--- src/hw/muldiv_settings.svh ---
// Sizing of the multiply/divide unit
// XLEN stays 32 because the word (W) forms are not implemented
// MUL_LATENCY must be at least 1

`ifndef MULDIV_SETTINGS_SVH
`define MULDIV_SETTINGS_SVH

// Operand width of one lane
`define XLEN 32

// Parallel SIMT lanes handled per request
`define NUM_LANES 4

// Register stages in the multiplier
`define MUL_LATENCY 3

// Opaque tag (warp id, rd and the like) that comes back with the result
`define MULDIV_TAG_W 8

`endif

--- src/hw/muldiv_pkg.sv ---
// Operation encoding and lane types of the multiply/divide unit
// Bit 2 of the operation code separates the divider class from the multiplier class

`include "muldiv_settings.svh"

package muldiv_pkg;

    // Same order as funct3 of the RISC-V M extension
    typedef enum logic [2:0] {
        op_mul    = 3'b000,
        op_mulh   = 3'b001,
        op_mulhsu = 3'b010,
        op_mulhu  = 3'b011,
        op_div    = 3'b100,
        op_divu   = 3'b101,
        op_rem    = 3'b110,
        op_remu   = 3'b111
    } muldiv_op_e;

    typedef logic [`XLEN-1:0] lane_word_t;

    // Lane 0 sits in the low bits
    typedef lane_word_t [`NUM_LANES-1:0] lane_data_t;

    typedef logic [`NUM_LANES-1:0] lane_mask_t;

    typedef logic [`MULDIV_TAG_W-1:0] tag_t;

endpackage

--- src/hw/div_ctrl.sv ---
// Sequencer of the serial divider, one division in flight at a time
// The accept cycle loads the operands and XLEN step cycles follow

`timescale 1ns/100ps
`include "muldiv_settings.svh"

module div_ctrl (
    input  logic                   clk,
    input  logic                   rst,
    input  logic                   in_valid,
    input  muldiv_pkg::tag_t       in_tag,
    input  muldiv_pkg::lane_mask_t in_mask,
    input  logic                   last_step,
    input  logic                   out_ready,
    output logic                   in_ready,
    output logic                   start,
    output logic                   step_en,
    output logic                   out_valid,
    output muldiv_pkg::tag_t       out_tag,
    output muldiv_pkg::lane_mask_t out_mask
);

    typedef enum logic [1:0] {
        st_idle,
        st_run,
        st_done
    } state_e;

    state_e state;

    assign in_ready = (state == st_idle);
    assign start = in_valid && in_ready;
    assign step_en = (state == st_run);
    assign out_valid = (state == st_done);

    always_ff @(posedge clk) begin
        if (rst) begin
            state <= st_idle;
        end else begin
            case (state)
                st_idle: begin
                    if (start) begin
                        state <= st_run;
                    end
                end
                st_run: begin
                    if (last_step) begin
                        state <= st_done;
                    end
                end
                st_done: begin
                    if (out_ready) begin
                        state <= st_idle;
                    end
                end
                default: begin
                    state <= st_idle;
                end
            endcase
        end
    end

    // Tag and mask wait here while the datapath iterates
    always_ff @(posedge clk) begin
        if (start) begin
            out_tag <= in_tag;
            out_mask <= in_mask;
        end
    end

    // The step counter has expired whenever the sequencer idles or a division starts
    a_start_idle: assert property (@(posedge clk) disable iff (rst)
        (start || (state == st_idle)) |-> !last_step);

endmodule

--- config.mk ---
export PLATFORM = sky130hd
export DESIGN_NAME = div_ctrl
export DESIGN_NICKNAME = d
export VERILOG_FILES = /design/src/hw/muldiv_pkg.sv /design/src/hw/div_ctrl.sv
export VERILOG_INCLUDE_DIRS = /design/src /design/src/hw
export SDC_FILE = /design/constraint.sdc
export NUM_CORES = 1
export LEC_CHECK = 0
export BUFFER_PORTS_ARGS = -buffer_cell sky130_fd_sc_hd__buf_2
export CORE_AREA = 2 2 39 41
export DETAILED_ROUTE_END_ITERATION = 10
export DIE_AREA = 0 0 41 43
export GPL_TIMING_DRIVEN = 0
export PLACE_DENSITY = 0.74
export SYNTH_ARGS = -nofsm -noshare
export SYNTH_HDL_FRONTEND = slang
export SYNTH_SLANG_ARGS = --single-unit
--- constraint.sdc ---
create_clock -name clk -period 1.3 [get_ports clk]
set_input_delay 0.39 -clock clk [delete_from_list [all_inputs] [get_ports clk]]
set_output_delay 0.39 -clock clk [all_outputs]
set_load 0.02 [all_outputs]
==> results of run 1 <==
-- how the worst min path moves through the flow --
stage | cells past startpoint | from | slack, ns | endpoint
finish | 1 | in_tag[1] | 0.29 | out_tag[1]
global route | 1 | in_tag[3] | 0.28 | out_tag[3]
CTS | 2 | rst | 0.28 | state[1]
detailed placement | 1 | state[1] | 0.51 | state[0]
global placement | 1 | state[1] | 0.50 | state[0]
floorplan | 1 | rst | 0.46 | state[1]
-- Yosys cell counts --
library cell | instances | area [um^2]
sky130_fd_sc_hd__a2111oi_1 | 1 | 10.0
sky130_fd_sc_hd__a21oi_1 | 1 | 5.00
sky130_fd_sc_hd__and2_1 | 1 | 6.26
sky130_fd_sc_hd__and2b_2 | 1 | 8.76
sky130_fd_sc_hd__dfxtp_1 | 2 | 40.0
sky130_fd_sc_hd__edfxtp_1 | 12 | 360
sky130_fd_sc_hd__nand3b_1 | 1 | 7.51
sky130_fd_sc_hd__nor2_1 | 2 | 7.51
sky130_fd_sc_hd__nor2b_1 | 1 | 6.26
sky130_fd_sc_hd__or3b_1 | 1 | 8.76
-- routing by layer --
layer / global-route usage / routed length, um
met1: 0.137 / 376
met2: 0.169 / 371
met3: 0.0628 / 203
met4: 0.0600 / 0
met5: 0 / 0
-- state kept, by name, indices dropped and copies added (netlist names) --
signal	count
out_tag	8
state	2
out_mask	4
-- cell usage in the layout (no fill, tap or decap), drive strengths merged --
| cell | count |
|---|---|
| nor2 | 2 |
| edfxtp | 12 |
| nor2b | 1 |
| a2111oi | 1 |
| and2 | 1 |
| and2b | 1 |
| buf | 35 |
| dfxtp | 2 |
| or3b | 1 |
| clkbuf | 3 |
| a21oi | 1 |
| nand3b | 1 |
-- critical path: stages (launching register included) --
cell and delay [ns]:
sky130_fd_sc_hd__dfxtp_4 0.36, sky130_fd_sc_hd__nor2_4 0.10, sky130_fd_sc_hd__and2_4 0.15, sky130_fd_sc_hd__buf_6 0.11
-- power by group through the flow --
stage                     clock (mW)  combinational, mW  sequential (mW)
final                          0.226              0.156            0.536
after global routing           0.251              0.168            0.540
after CTS                      0.239              0.152            0.537
after detailed placement           0              0.135            0.546
after global placement             0              0.133            0.545
after floorplan                    0             0.0405            0.579
-- area by class of cell --
| cell class | instances | area (um^2) |
|---|---|---|
| multi-input combinational | 9 | 70.1 |
| sequential | 14 | 408 |
| fill | 133 | 666 |
| clock buffer | 3 | 22.5 |
| timing repair buffer | 35 | 198 |
| tap | 16 | 20.0 |
-- per-stage QoR --
step	power (mW)	utilization	hold slack, ns	setup TNS, ns
4_1_cts	0.928	0.512	0.278	-0.181
5_1_grt	0.960	0.519	0.282	-0.303
2_1_floorplan	0.620	-	0.459	0
6_report	0.919	0.519	0.294	-0.168
3_5_place_dp	0.681	0.467	0.508	-0.00464
3_3_place_gp	0.678	0.467	0.504	0
-- kinds of logic (layout without fill, tap and decap cells) --
group	Yosys count	in the layout	share of synthesized area
AO/OA/AOI/OAI	2	2	0.0326
buffers and inverters	0	38	0
flip-flops	14	14	0.870
AND/OR/NAND/NOR	7	7	0.0979
-- repair_timing --
item | 4_1_cts | 5_1_grt
setup buffers | 2 | 1
gates resized for setup | 9 | 1
hold buffers | 0 | 0
endpoints found under the setup margin | 4 | 4
pin swaps | 1 | 1
==> summary.txt, run 1 <==
number of design-rule violations left by the first detailed-router iteration -> 1
total standard cell area after synthesis -> 460 um^2
gr ovfl total -> 0
routability congestion estimate from global placement -> 0.633
worst setup margin -> -0.0792 ns
synthesis-stage register bit count -> 14
remaining number of nets flagged by the antenna check after routing -> 0
kind of start point of the critical path -> flop
critical register-to-register path endpoint -> out_tag[7]
total setup violations reported at the end of the flow -> 3
Int Power -> 699 uW
share of the clock period used by the worst path -> 1.06
CTS tree -> built
CORE AREA -> 1380 um^2
post-synthesis instance total -> 23
number of placement rows -> 14
type of the setup path with the least slack -> reg2out
mean instance size in the synthesized netlist -> 20.0 um^2
area grow syn2layout -> 56.0%
critical path capture point -> start
number of violations of the max-capacitance limit -> 0
initial antenna violation count -> 0
first-pass GRT wire length -> 1.33 mm
Placed Instance Area -> 646 um^2
result of the run -> complete, but fails checks
headroom to the max-slew limit -> 0.775
Reg2Reg Launch Point -> state[1]
power per cell area -> 1280 nW/um^2
Placed Cells -> 71
post-route insts no fill -> 77
worst endpoint data arrival time -> 0.99 ns
final hold vios -> 0
sequential power share -> 0.584
# clock sinks -> 14
H-tree depth reported by CTS -> 1
die area -> 1760 um^2
drt drc -> 0
post-DR vias/cell -> 4.27
total CTS buffers -> 3
pin count of the biggest net entering global routing -> 13
slack of the worst reg-to-reg path -> 0.11 ns
worst IR drop on VDD -> 0.638 mV
diode count -> 0
yosys warns -> 0
failing checks -> negative setup slack
sequential cell area fraction in the yosys report -> 0.870
count of unique library cells instantiated by Yosys -> 10
element type at the critical path end -> primary output
Initial Utilization -> 0.333
Final Max Slew Viols -> 0
floorplan die height -> 43 um
unrepaired setup endpoints after global routing -> true
number of iterations in the first detailed-routing pass -> 2
pre-CTS WS -> -0.00464 ns
latest clock arrival within the worst-skew pair -> 0.27 ns
number of global-route vias before repair -> 314
Slew @ Worst Pin -> 0.337 ns
CTS Root Cell -> sky130_fd_sc_hd__clkbuf_4
Total Wirelength -> 952 um
part of the power in combinational logic -> 0.170
power share of the clock group -> 0.246
class of the worst hold path -> in2reg
minimum period implied by the final worst setup slack -> 1.38 ns
port buffer count -> 32
largest fanout on the critical path -> 4
clock-pin slew on the worst setup and hold paths -> 0.07 ns
P_sw -> 220 uW
worst-case clock skew -> 0.00130 ns
buffer levels on the longest clock path -> 2
Required @ worst endpoint -> 0.91 ns
area of all placed cells without fillers -> 718 um^2
via count -> 329
fraction of power spent switching nets -> 0.239
leakage -> 0.316 nW
Achievable Freq -> 725 MHz
launching instance or port of the critical path -> state[1]
ports placed on the boundary -> 33
Register-to-Register Path Depth -> 4
proportion of layout cells with a drive suffix above 1 -> 0.705
total routing resource utilization after global routing -> 0.118
number of nets in the finished design -> 80
detailed placement HPWL -> 658 um
post-DR wirelength/cell -> 12.4 um
Synthesized Nets -> 40
die extent in x -> 41 um
No activity file was read; power rests on OpenSTA's default activity.
==> run 2, diff against run 1 <==
--- a/config.mk
+++ b/config.mk
@@ -6,6 +6,7 @@
 export SDC_FILE = /design/constraint.sdc
 export NUM_CORES = 1
 export LEC_CHECK = 0
+export ABC_AREA = 1
 export BUFFER_PORTS_ARGS = -buffer_cell sky130_fd_sc_hd__buf_2
 export CORE_AREA = 2 2 39 41
 export DETAILED_ROUTE_END_ITERATION = 10
==> summary.txt, run 2 <==
result of the run -> complete, but fails checks
failing checks -> negative setup slack
gr ovfl total -> 0
latest clock arrival within the worst-skew pair -> 0.26 ns
buffer levels on the longest clock path -> 2
count of unique library cells instantiated by Yosys -> 10
power share of the clock group -> 0.246
share of the synthesized area in the top cell type -> 0.774
kind of start point of the critical path -> flop
post-route insts no fill -> 79
number of fill cells in the layout -> 131
worst-case clock skew -> 0.00586 ns
worst IR drop on VDD -> 0.532 mV
leakage -> 0.309 nW
worst endpoint data arrival time -> 1.00 ns
Regs by FF count -> out_tag x8, out_mask x4, state x2
Final Max Slew Viols -> 0
global routing usage on met3 -> 0.0524
minimum period implied by the final worst setup slack -> 1.39 ns
CTS tree -> built
pre-CTS WS -> -0.211 ns
Slew @ Worst Pin -> 0.153 ns
leading cell types by count after synthesis -> sky130_fd_sc_hd__edfxtp_1, sky130_fd_sc_hd__inv_1, sky130_fd_sc_hd__dfxtp_1, sky130_fd_sc_hd__nand3b_1, sky130_fd_sc_hd__nor2_1
element type at the critical path end -> primary output
floorplan die height -> 43 um
count of hold-fix buffers inserted at cts -> 0
Placed Instance Area -> 654 um^2
total CTS buffers -> 3
final hold vios -> 0
proportion of layout cells with a drive suffix above 1 -> 0.698
Achievable Freq -> 720 MHz
most frequent standard cell in the layout excluding fill and tap cells -> sky130_fd_sc_hd__buf_2
share of async-settable or async-resettable flops after synthesis -> 0
most used cells in the layout excluding fill and tap cells -> sky130_fd_sc_hd__buf_2, sky130_fd_sc_hd__edfxtp_1, sky130_fd_sc_hd__buf_4
total setup violations reported at the end of the flow -> 2
sequential cell area fraction in the yosys report -> 0.860
H-tree depth reported by CTS -> 1
area of all placed cells without fillers -> 711 um^2
number of iterations in the first detailed-routing pass -> 2
pin count of the biggest net entering global routing -> 13
Total Wirelength -> 858 um
part of the power in combinational logic -> 0.164
area grow syn2layout -> 52.7%
fraction of the core area covered by cells at the end of the flow -> 0.514
number of violations of the max-capacitance limit -> 0
detailed placement HPWL -> 680 um
diode count -> 0
Required @ worst endpoint -> 0.91 ns
type of the setup path with the least slack -> reg2out
die extent in x -> 41 um
routability congestion estimate from global placement -> 0.667
CORE AREA -> 1380 um^2
slowest stage delay, CP -> 0.37 ns
CTS Root Cell -> sky130_fd_sc_hd__clkbuf_4
post-synthesis instance total -> 26
number of placement rows -> 14
number of nets in the finished design -> 82
global-route layer with the greatest usage -> met2
Reg with most FFs -> out_tag
synthesis-stage register bit count -> 14
# clock sinks -> 14
critical path, cell by cell -> nor2_4, nand2_2, clkinvlp_4, buf_6
largest fanout on the critical path -> 4
number of global-route vias before repair -> 304
unrepaired setup endpoints after global routing -> true
Initial Utilization -> 0.336
number of design-rule violations left by the first detailed-router iteration -> 3
headroom to the max-slew limit -> 0.898
port buffer count -> 32
clock-pin slew on the worst setup and hold paths -> 0.08 ns
Synthesized Nets -> 43
dominant cells by area after synthesis -> sky130_fd_sc_hd__edfxtp_1, sky130_fd_sc_hd__dfxtp_1, sky130_fd_sc_hd__nand3b_1
final worst hold slack -> 0.292 ns
drt drc -> 0
first-pass GRT wire length -> 1.17 mm
Int Power -> 690 uW
fraction of power spent switching nets -> 0.237
area leader, netlist -> sky130_fd_sc_hd__edfxtp_1
post-DR wirelength/cell -> 10.9 um
total standard cell area after synthesis -> 465 um^2
count of flip-flops with a built-in enable after synthesis -> 12
post-DR vias/cell -> 4.24
met2 track demand over resource -> 0.156
worst setup margin -> -0.0895 ns
remaining number of nets flagged by the antenna check after routing -> 0
mean instance size in the synthesized netlist -> 17.9 um^2
total routing resource utilization after global routing -> 0.102
Placed Cells -> 74
yosys warns -> 0
most frequently used cell type in the post-synthesis netlist -> sky130_fd_sc_hd__edfxtp_1
most used flip-flop cell after synthesis -> sky130_fd_sc_hd__edfxtp_1
share of the clock period used by the worst path -> 1.07
via count -> 335
power per cell area -> 1270 nW/um^2
Critical-path top delay cell -> sky130_fd_sc_hd__dfxtp_4
P_sw -> 214 uW
met1 track demand over resource in global routing -> 0.115
ports placed on the boundary -> 33
max FFs per register -> 8
initial antenna violation count -> 0
class of the worst hold path -> in2reg
sequential power share -> 0.590
die area -> 1760 um^2
-- run 2: cell families after synthesis --
family,Yosys count,share of synthesized area
DFF,14,0.860
buffers and inverters,3,0.0242
and+or+nand+nor,7,0.0860
AOI/OAI and AO/OA,2,0.0296
-- run 2: worst max-delay path: cells and delay by family (launching register included) --
kind                   cells  cell delay (ns)
buffers and inverters      2             0.19
AND/OR/NAND/NOR            2             0.19
flip-flops                 1             0.37
-- run 2: final cells by class --
type | count | area, um^2 | share of cell area
Clock buffer | 3 | 22.5 | 0.0317
Tap cell | 16 | 20.0 | 0.0282
Inverter | 3 | 15.0 | 0.0211
Timing Repair Buffer | 34 | 186 | 0.262
Sequential cell | 14 | 408 | 0.574
Multi-Input combinational cell | 9 | 58.8 | 0.0827
-- run 2: routing by layer --
layer  up-vias  routed length (um)
met1       136                 333
met5         -                   0
met4         0                   0
li1        170                   -
met2        29                 375
met3         0                 149
-- run 2: per-stage QoR --
stage | total power [mW] | TNS (ns)
5_1_grt | 0.948 | -0.309
2_1_floorplan | 0.620 | 0
3_5_place_dp | 0.681 | -0.211
4_1_cts | 0.917 | -0.156
6_report | 0.904 | -0.114
3_3_place_gp | 0.678 | -0.188
-- run 2: final timing paths --
path         startpoint         end  slack [ns]  cells after the start
max reg2reg    state[1]  out_tag[3]        0.18                      4
max            state[1]       start       -0.09                      4
min reg2reg    state[0]    state[1]        0.54                      2
min                 rst    state[0]        0.29                      2
-- run 2: power groups by stage --
| stage | Sequential [mW] | Combinational, mW | Clock [mW] |
|---|---|---|---|
| 6_report | 0.534 | 0.148 | 0.222 |
| 2_1_floorplan | 0.579 | 0.0416 | 0 |
| 4_1_cts | 0.534 | 0.150 | 0.232 |
| 3_3_place_gp | 0.544 | 0.134 | 0 |
| 5_1_grt | 0.537 | 0.162 | 0.248 |
| 3_5_place_dp | 0.545 | 0.136 | 0 |
-- run 2: repair_timing --
item	4_1_cts	5_1_grt
setup buffers	2	0
hold endpoints to repair	0	0
resized for setup	9	0
setup endpoints to repair	4	4
pin swaps	1	1
