<file path="src/hw/muldiv_settings.svh">
// Sizing of the multiply/divide unit
// XLEN stays 32 because the word (W) forms are not implemented
// MUL_LATENCY must be at least 1

`ifndef MULDIV_SETTINGS_SVH
`define MULDIV_SETTINGS_SVH

// Operand width of one lane
`define XLEN 32

// Parallel SIMT lanes handled per request
`define NUM_LANES 4

// Register stages in the multiplier
`define MUL_LATENCY 3

// Opaque tag (warp id, rd and the like) that comes back with the result
`define MULDIV_TAG_W 8

`endif

</file>
<file path="src/hw/div_step_counter.sv">
// Step counter of the serial divider
// The count sits one below zero while no division is running

`timescale 1ns/100ps
`include "muldiv_settings.svh"

module div_step_counter (
    input  logic clk,
    input  logic rst,
    input  logic start,
    input  logic step_en,
    output logic last_step
);

    // The extra top bit marks an expired count
    localparam int CNT_W = $clog2(`XLEN) + 1;

    logic [CNT_W-1:0] count;

    always_ff @(posedge clk) begin
        if (rst) begin
            count <= '1;
        end else if (start) begin
            count <= CNT_W'(`XLEN - 1);
        end else if (step_en) begin
            count <= count - 1'b1;
        end
    end

    assign last_step = (count == '0);

    a_no_overrun: assert property (@(posedge clk) disable iff (rst)
        step_en |-> !count[CNT_W-1]);

endmodule

</file>
<file path="config.mk">
export PLATFORM = sky130hd
export DESIGN_NAME = div_step_counter
export DESIGN_NICKNAME = d
export VERILOG_FILES = /design/src/hw/div_step_counter.sv
export VERILOG_INCLUDE_DIRS = /design/src /design/src/hw
export SDC_FILE = /design/constraint.sdc
export NUM_CORES = 1
export LEC_CHECK = 0
export ABC_AREA = 1
export BUFFER_PORTS_ARGS = -buffer_cell sky130_fd_sc_hd__buf_4
export CAP_MARGIN = 20
export CORE_AREA = 2 2 39 41
export DETAILED_ROUTE_END_ITERATION = 8
export DIE_AREA = 0 0 41 43
export GPL_TIMING_DRIVEN = 0
export PLACE_DENSITY = 0.52
export SLEW_MARGIN = 15
export SYNTH_ARGS = -nofsm -noshare
export SYNTH_HDL_FRONTEND = slang
export SYNTH_SLANG_ARGS = --single-unit
</file>
<file path="constraint.sdc">
create_clock -name clk -period 1.94 [get_ports clk]
set_input_delay 0.291 -clock clk [delete_from_list [all_inputs] [get_ports clk]]
set_output_delay 0.291 -clock clk [all_outputs]
set_load 0.01 [all_outputs]
</file>
==> results.sh, run 1 <==
export IMPL_max_cap_violations=0
export IMPL_cp_max_fo=3
export IMPL_fin_nets=60
export IMPL_die_w_um=41
export IMPL_reg2regPathDepth=7
export IMPL_grt_first_pass_wirelength_um=910
export IMPL_ys_ff_latch=6
export IMPL_synthAdderAreaFrac_pct=7.63
export IMPL_async_flop_share_pct=0
export IMPL_via_count=286
export IMPL_worst_path_largest_cell_delay_ps=320
export IMPL_worstHoldPathCells=3
export IMPL_h_tree_depth=1
export IMPL_synth_edf_count=0
export IMPL_fin_crit_sh_pct=73.7
export IMPL_synth_cells=45
export IMPL_antenna_found_initial=0
export IMPL_critPathRequiredTime_ps=1650
export IMPL_drc=0
export IMPL_max_freq_ghz=0.700
export IMPL_tightest_slew_ps=213
export IMPL_grt_overflow=0
export IMPL_syn_nets=51
export IMPL_largest_register_ffs=6
export IMPL_synth_largest_area_cell="dfxtp_1"
export IMPL_cts_resized=0
export IMPL_cp_slowest_cell="dfxtp_1"
export IMPL_cp_num_buf_inv=2
export IMPL_cp_start_kind="flop"
export IMPL_via_per_inst=4.21
export IMPL_synth_top_family_by_area="simple AND/OR/NAND/NOR gates"
export IMPL_cp_arrival_ps=1140
export IMPL_cts_setup_buffers=0
export IMPL_period_needed_ps=1430
export IMPL_rsz0062_at_grt="false"
export IMPL_synth_top_area_share_pct=36.6
export IMPL_dieArea_um2=1760
export IMPL_n_fill_cell=164
export IMPL_hold_viol=0
export IMPL_postRouteAntennaNets=0
export IMPL_areaGrowthSynthToFinish_pct=22.1
export IMPL_skew_ps=8.25
export IMPL_cts_buffers_inserted=3
export IMPL_core_area_um2=1380
export IMPL_powerDensity_nw_per_um2=666
export IMPL_synth_cell_type_count=15
export IMPL_ys_warn_count=0
export IMPL_num_rows=14
export IMPL_reg_top3="count: 6 flops"
export IMPL_crit_family="flip-flops"
export IMPL_cp_depth=5
export IMPL_synthTopCellsByArea="dfxtp_1 (37%), nand3_1 (11%), nand2_1 (10%)"
export IMPL_start_util_pct=23.7
export IMPL_hold_buffers=0
export IMPL_grt_start_max_net_pins=7
export IMPL_die_y_um=43
export IMPL_synth_simple_area_share_pct=40.1
export IMPL_synthTopCellsByCount="nand2_1 (9), nand3_1 (7), dfxtp_1 (6), inv_1 (4), inv_2 (4)"
export IMPL_cts_root_buf="clkbuf_4"
export IMPL_muxShareOfSynthArea_pct=0
export IMPL_synth_most_common_cell="nand2_1"
export IMPL_irDropWorstVdd_uv=313
export IMPL_finalMaxSlewViolations=0
export IMPL_synth_yosys_seq_area_share_pct=36.6
export IMPL_synth_ff_type="dfxtp_1"
export IMPL_drt_iter0_markers=0
export IMPL_cts_tree="built"
export IMPL_routedWlPerCell_um=8.81
export IMPL_p_leak_uw=0.000202
export IMPL_ioPinCount=5
export IMPL_relSlewSlack_pct=85.8
export IMPL_totalWireLength_um=599
export IMPL_hold_path_class="in2reg"
export IMPL_path_cells="inv_1 > ha_1 > nand2_1 > nor3_1 > buf_4"
export IMPL_finalSetupTns_ps=0
export IMPL_first_pass_iters=1
export IMPL_clock_path_buffers=2
export IMPL_path_clk_slew_ps=40
export IMPL_synth_compound_area_share_pct=6.49
export IMPL_finalSetupViolations=0
export IMPL_portBuffers=4
export IMPL_clkLatencyLatePin_ps=250
export IMPL_fin_util_pct=28.9
export IMPL_rrSetupSlack_ps=930
export IMPL_status="complete, no violations"
export IMPL_synthXorXnorAreaFrac_pct=0
export IMPL_regMostFlops="count"
export IMPL_grt_pass1_vias=247
export IMPL_gp_congestion=0.695
export IMPL_drive_gt1_share_pct=34.6
export IMPL_grtUsageTotal_pct=7.92
export IMPL_crit_type="reg2out"
export IMPL_avgSynthCellArea_um2=7.28
export IMPL_endpoint_kind="output pin"
export IMPL_hpwl_um=464
export IMPL_cts_sinks=6
export IMPL_syn_cell_area_um2=328
export IMPL_antenna_diode_count=0
cell type report:
class                           instances  area (um2)  share of cell area (%)
Tap cell                               16        20.0                    5.00
Inverter                                8        30.0                    7.50
Timing Repair Buffer                    4        30.0                    7.50
Clock buffer                            3        22.5                    5.62
Sequential cell                         6         120                    30.0
Multi-Input combinational cell         31         178                    44.4
stage by stage:
stage                     std cells  setup slack (ps)  instance area, um2  hold slack, ps  total power, uW
final                            68               511                 400             262              267
after floorplan                  45               822                 328             383              143
after CTS                        68               499                 400             261              272
after global routing             68               434                 400             269              284
after detailed placement         65               773                 378             502              154
after global placement           65               738                 378             495              153
path summary, 6_finish.rpt:
| path | end | startpoint |
|---|---|---|
| worst max-delay path | last_step | count[1] |
| worst max register to register | count[4] | count[1] |
| worst min-delay path | count[5] | rst |
| worst min register to register | count[1] | count[1] |
placed cells by master (no fill, tap or decap):
master	instances
nor2_4	1
nand3_1	7
nand2_2	2
dfxtp_1	6
o21ai_2	1
nand3b_1	1
inv_1	4
buf_4	4
o21ai_0	1
nor2_1	2
clkbuf_4	3
nor2_2	3
inv_2	4
nand2_1	9
nor3_1	1
ha_1	2
o211ai_1	1
power breakdown:
part | total [uW] | internal [uW] | switching, uW
logic | 21.2 | 9.18 | 12.0
registers | 130 | 127 | 2.74
clock network | 116 | 70.0 | 45.8
cell families (layout without fill, tap and decap cells):
kind of cell,after synthesis,count (layout)
flops,6,6
compound gates,3,3
fa+ha+maj,2,2
simple gates,26,26
buf+inv,8,15
worst register-to-register path: stages (launching register included):
cell and delay, ps:
dfxtp_1 320, inv_1 90, ha_1 140, nand2_1 70
inv_2 70, nand2_2 50, o21ai_2 100, nand3_1 70
routing by layer:
layer	wire (um)	GRT usage [%]	part of all wire (%)
met3	31	6.28	5.2
met1	286	7.99	48
met5	0	0	0
met4	0	2.00	0
met2	280	12.2	47
No activity file was read; power rests on OpenSTA's default activity.
==> inputs of run 2 (changes only) <==
clock period = 1.36 ns   (was 1.94 ns; I/O delays follow)
==> run 2 against run 1 <==
Against the previous run:
- clock power is 42% higher
- routed wire length is 0.33% higher
- sequential share of layout area is 0.34 points lower
- critical path depth stayed put
- sequential cell count stayed put
- global-route usage stayed put
- total power is 43% higher
- highest routed layer unchanged
- die area stayed put
- utilization is 0.63 points higher
- design area is 2.2% higher
==> results.sh, run 2 (synthesis results as in run 1) <==
export IMPL_largest_register_ffs=6
export IMPL_dieArea_um2=1760
export IMPL_wl_met3_um=31
export IMPL_stdcell_count=68
export IMPL_hold_viol=0
export IMPL_via_count=287
export IMPL_cts_sinks=6
export IMPL_cts_tree="built"
export IMPL_postRouteAntennaNets=0
export IMPL_ioPinCount=5
export IMPL_grt_first_pass_wirelength_um=910
export IMPL_routedWlPerCell_um=8.84
export IMPL_hpwl_um=464
export IMPL_max_freq_ghz=0.769
export IMPL_drive_gt1_share_pct=42.3
export IMPL_finalPower_uw=381
export IMPL_irDropWorstVdd_uv=448
export IMPL_final_cell_mix="nand2_1 (9), nand3_1 (7), inv_2 (5), dfxtp_1 (5)"
export IMPL_critPathRequiredTime_ps=1160
export IMPL_finalMaxSlewViolations=0
export IMPL_layout_cells_most_common="nand2_1"
export IMPL_met2WireLength_um=280
export IMPL_die_w_um=41
export IMPL_antenna_found_initial=0
export IMPL_totalWireLength_um=601
export IMPL_reg_top3="count: 6 flops"
export IMPL_first_pass_iters=1
export IMPL_crit_type="reg2out"
export IMPL_max_cap_violations=0
export IMPL_cp_arrival_ps=1100
export IMPL_status="complete, no violations"
export IMPL_path_clk_slew_ps=40
export IMPL_period_needed_ps=1300
export IMPL_cp_max_fo=3
export IMPL_tightest_slew_ps=234
export IMPL_skew_ps=8.25
export IMPL_fin_nets=60
export IMPL_top_layer="met3"
export IMPL_gp_congestion=0.695
export IMPL_grt_start_max_net_pins=7
export IMPL_powerDensity_nw_per_um2=932
export IMPL_antenna_diode_count=0
export IMPL_endpoint_kind="output pin"
export IMPL_core_area_um2=1380
export IMPL_start_util_pct=23.7
export IMPL_relSlewSlack_pct=84.4
export IMPL_rsz0062_at_grt="false"
export IMPL_grt_pass1_vias=247
export IMPL_drc=0
export IMPL_finalSetupTns_ps=0
export IMPL_fin_crit_sh_pct=95.6
export IMPL_stdcell_area_um2=409
export IMPL_drt_iter0_markers=0
export IMPL_die_y_um=43
export IMPL_cp_start_kind="flop"
export IMPL_via_per_inst=4.22
export IMPL_num_rows=14
export IMPL_cts_buffers_inserted=3
export IMPL_grt_overflow=0
export IMPL_p_leak_uw=0.000199
export IMPL_clkLatencyLatePin_ps=250
export IMPL_placed_cell_area_um2=378
export IMPL_clock_path_buffers=2
export IMPL_cts_root_buf="clkbuf_4"
export IMPL_finalSetupViolations=0
export IMPL_place_inst=65
export IMPL_grtUsageTotal_pct=7.92
export IMPL_regMostFlops="count"
export IMPL_wl_met1_um=289
export IMPL_areaGrowthSynthToFinish_pct=24.8
export IMPL_fin_util_pct=29.6
export IMPL_portBuffers=4
export IMPL_h_tree_depth=1
export IMPL_hold_path_class="in2reg"
[run 2: changes by cell type in the layout (fill, tap and decap cells not counted)]
| cell | previous run | this run |
|---|---|---|
| nor2_2 | 3 | 4 |
| nor3_1 | 1 | 0 |
| nor3_2 | 0 | 1 |
| dfxtp_1 | 6 | 5 |
| inv_2 | 4 | 5 |
| inv_1 | 4 | 3 |
| nor2_1 | 2 | 1 |
| dfxtp_2 | 0 | 1 |
[run 2: worst paths after layout]
path            start        end  slack [ps]  cells past startpoint
min               rst   count[5]         180                      3
min reg2reg  count[0]   count[0]         510                      2
max          count[0]  last_step          60                      5
max reg2reg  count[0]   count[4]         360                      7
[run 2: repair_timing]
action                                  CTS  global route
resized for setup                         0             4
hold buffers                              0             0
endpoints found under the setup margin    0             1
buffers inserted                          0             0
[run 2: power breakdown]
part | internal, uW | switching [uW]
Sequential | 182 | 4.42
Combinational | 13.2 | 17.0
Clock | 99.9 | 65.2
Total | 295 | 86.7
[run 2: stage by stage]
stage               hold WS (ps)  setup slack, ps
detailed placement           425              280
CTS                          174             5.72
finish                       175             60.3
global placement             417              245
global route                 182             11.9
floorplan                    296              329
[run 2: worst max-delay path, stage by stage (launching register included)]
cell and delay [ps]:
dfxtp_2 320, inv_2 70, ha_1 140, nand2_1 60, nor3_2 120, buf_4 150
[run 2: final cells by class]
type	instances	area [um2]
Timing Repair Buffer	4	30.0
Clock buffer	3	22.5
Sequential cell	6	121
Fill cell	160	975
Inverter	8	30.0
Tap cell	16	20.0
Multi-Input combinational cell	31	185
[run 2: layer usage]
layer,GRT usage [%],vias to the layer above
li1,-,157
met2,12.2,5
met4,2.00,0
met1,7.99,125
met3,6.28,0
met5,0,-
==> inputs of run 3 (changes only) <==
GPL_TIMING_DRIVEN = 1   (was 0)
==> run 3 against run 2 <==
Against the previous run:
- clock power hardly changed
- count of clock-buffer cells in the layout is the same
- routed wire length is 0.50% higher
- die area unchanged
- clock skew fell by 6.6 ps
- sequential share of layout area down 1.3 points
- utilization grew 2.0 points
- total power grew 1.5%
- sequential cell count did not move
- critical endpoint unchanged
- combinational power increased by 17%
- register-to-register slack about the same
==> results.sh, run 3 (synthesis results as in run 1) <==
export IMPL_areaGrowthSynthToFinish_pct=33.2
export IMPL_h_tree_depth=1
export IMPL_grt_pass1_vias=241
export IMPL_period_needed_ps=1310
export IMPL_grt_start_max_net_pins=7
export IMPL_multi_input_area_um2=200
export IMPL_p_int_uw=298
export IMPL_die_y_um=43
export IMPL_p_comb_share_pct=9.1
export IMPL_finalSetupViolations=0
export IMPL_drt_iter0_markers=4
export IMPL_tightest_slew_ps=193
export IMPL_routedWlPerCell_um=8.75
export IMPL_irDropWorstVdd_uv=489
export IMPL_antenna_found_initial=0
export IMPL_layout_cells_most_common="nand2_1"
export IMPL_num_rows=14
export IMPL_clock_path_buffers=2
export IMPL_finalPower_uw=387
export IMPL_status="complete, no violations"
export IMPL_die_w_um=41
export IMPL_endpoint_kind="output pin"
export IMPL_reg2regPathDepth=7
export IMPL_stdcell_area_um2=437
export IMPL_portBuffers=4
export IMPL_dieArea_um2=1760
export IMPL_grt_overflow=0
export IMPL_fin_crit_sh_pct=96.5
export IMPL_place_inst=65
export IMPL_via_count=291
export IMPL_cts_sinks=6
export IMPL_stdcell_count=69
export IMPL_max_cap_violations=0
export IMPL_final_cell_mix="nand2_1 (8), nand3_1 (7), buf_4 (5)"
export IMPL_largest_register_ffs=6
export IMPL_p_sw_uw=89.3
export IMPL_cp_arrival_ps=1110
export IMPL_first_pass_iters=2
export IMPL_hold_start="rst"
export IMPL_start_util_pct=23.7
export IMPL_rrSetupSlack_ps=360
export IMPL_reg_top3="count: 6 flops"
export IMPL_drc=0
export IMPL_drive_gt1_share_pct=50.9
export IMPL_min_to="count[5]"
export IMPL_max_freq_ghz=0.762
export IMPL_path_clk_slew_ps=50
export IMPL_rsz0062_at_grt="true"
export IMPL_totalWireLength_um=604
export IMPL_grtUsageTotal_pct=7.92
export IMPL_via_per_inst=4.22
export IMPL_cts_buffers_inserted=3
export IMPL_hpwl_um=455
export IMPL_regMostFlops="count"
export IMPL_n_fill_cell=150
export IMPL_p_seq_share_pct=48.1
export IMPL_hold_buffers=0
export IMPL_cp_max_fo=3
export IMPL_antenna_diode_count=0
export IMPL_finalMaxSlewViolations=0
export IMPL_reg2reg_to="count[4]"
export IMPL_cp_start_kind="flop"
export IMPL_grt_first_pass_wirelength_um=910
export IMPL_postRouteAntennaNets=0
export IMPL_powerDensity_nw_per_um2=887
export IMPL_p_leak_uw=0.000201
export IMPL_core_area_um2=1380
export IMPL_r2r_start="count[1]"
export IMPL_placed_cell_area_um2=378
export IMPL_seq_area_um2=124
export IMPL_p_sw_share_pct=23.1
export IMPL_crit_type="reg2out"
export IMPL_fin_nets=61
export IMPL_hold_viol=0
export IMPL_skew_ps=1.62
export IMPL_clkPwrFrac_pct=42.8
export IMPL_critPathRequiredTime_ps=1160
export IMPL_cts_root_buf="clkbuf_4"
export IMPL_worstHoldPathCells=3
export IMPL_gp_congestion=0.687
export IMPL_relSlewSlack_pct=87.1
export IMPL_hold_path_class="in2reg"
export IMPL_ioPinCount=5
export IMPL_clkLatencyLatePin_ps=240
export IMPL_cts_tree="built"
run 3: worst max path at each step:
stage	start	cells past startpoint	slack (ps)	to
5_1_grt	count[1]	5	-5	last_step
4_1_cts	count[0]	5	10	last_step
2_1_floorplan	count[0]	4	330	last_step
6_report	count[0]	5	50	last_step
3_3_place_gp	count[0]	5	270	last_step
3_5_place_dp	count[0]	5	280	last_step
run 3: layout make-up:
| class | instances | area share (%) |
|---|---|---|
| flip-flops and latches | 6 | 28.4 |
| multi-input cells | 31 | 45.8 |
| inverters | 8 | 7.45 |
| repair buffers | 5 | 8.60 |
| well taps | 16 | 4.58 |
| clock buffers | 3 | 5.16 |
run 3: critical path, stage by stage, from the launching register on:
cell,delay [ps]
dfxtp_2,330
inv_4,70
ha_4,120
nand2_2,50
nor3_2,160
buf_4,140
run 3: what timing repair did:
| item | in CTS | in global routing |
|---|---|---|
| endpoints found under the setup margin | 0 | 1 |
| resized for setup | 0 | 10 |
| setup buffers | 0 | 1 |
run 3: power groups by stage:
stage | Sequential [uW] | Combinational, uW | Clock, uW
5_1_grt | 186 | 39.0 | 188
3_3_place_gp | 189 | 30.3 | 0
6_report | 186 | 35.2 | 166
3_5_place_dp | 188 | 30.3 | 0
2_1_floorplan | 188 | 16.9 | 0
4_1_cts | 185 | 30.5 | 173
run 3: metrics by stage:
stage	setup WS [ps]	utilization (%)	setup TNS, ps	hold WS, ps
floorplan	329	-	0	296
global placement	273	27.3	0	417
detailed placement	280	27.3	0	420
CTS	15.0	28.9	0	167
global route	-4.84	31.6	-4.84	163
finish	47.8	31.6	0	169
run 3: routing by layer:
layer,part of all wire [%],vias up,global-route usage [%]
met5,0,-,0
met4,0,0,2.00
met3,5.3,0,6.28
met2,48,5,11.6
met1,46,127,8.63
li1,-,159,-
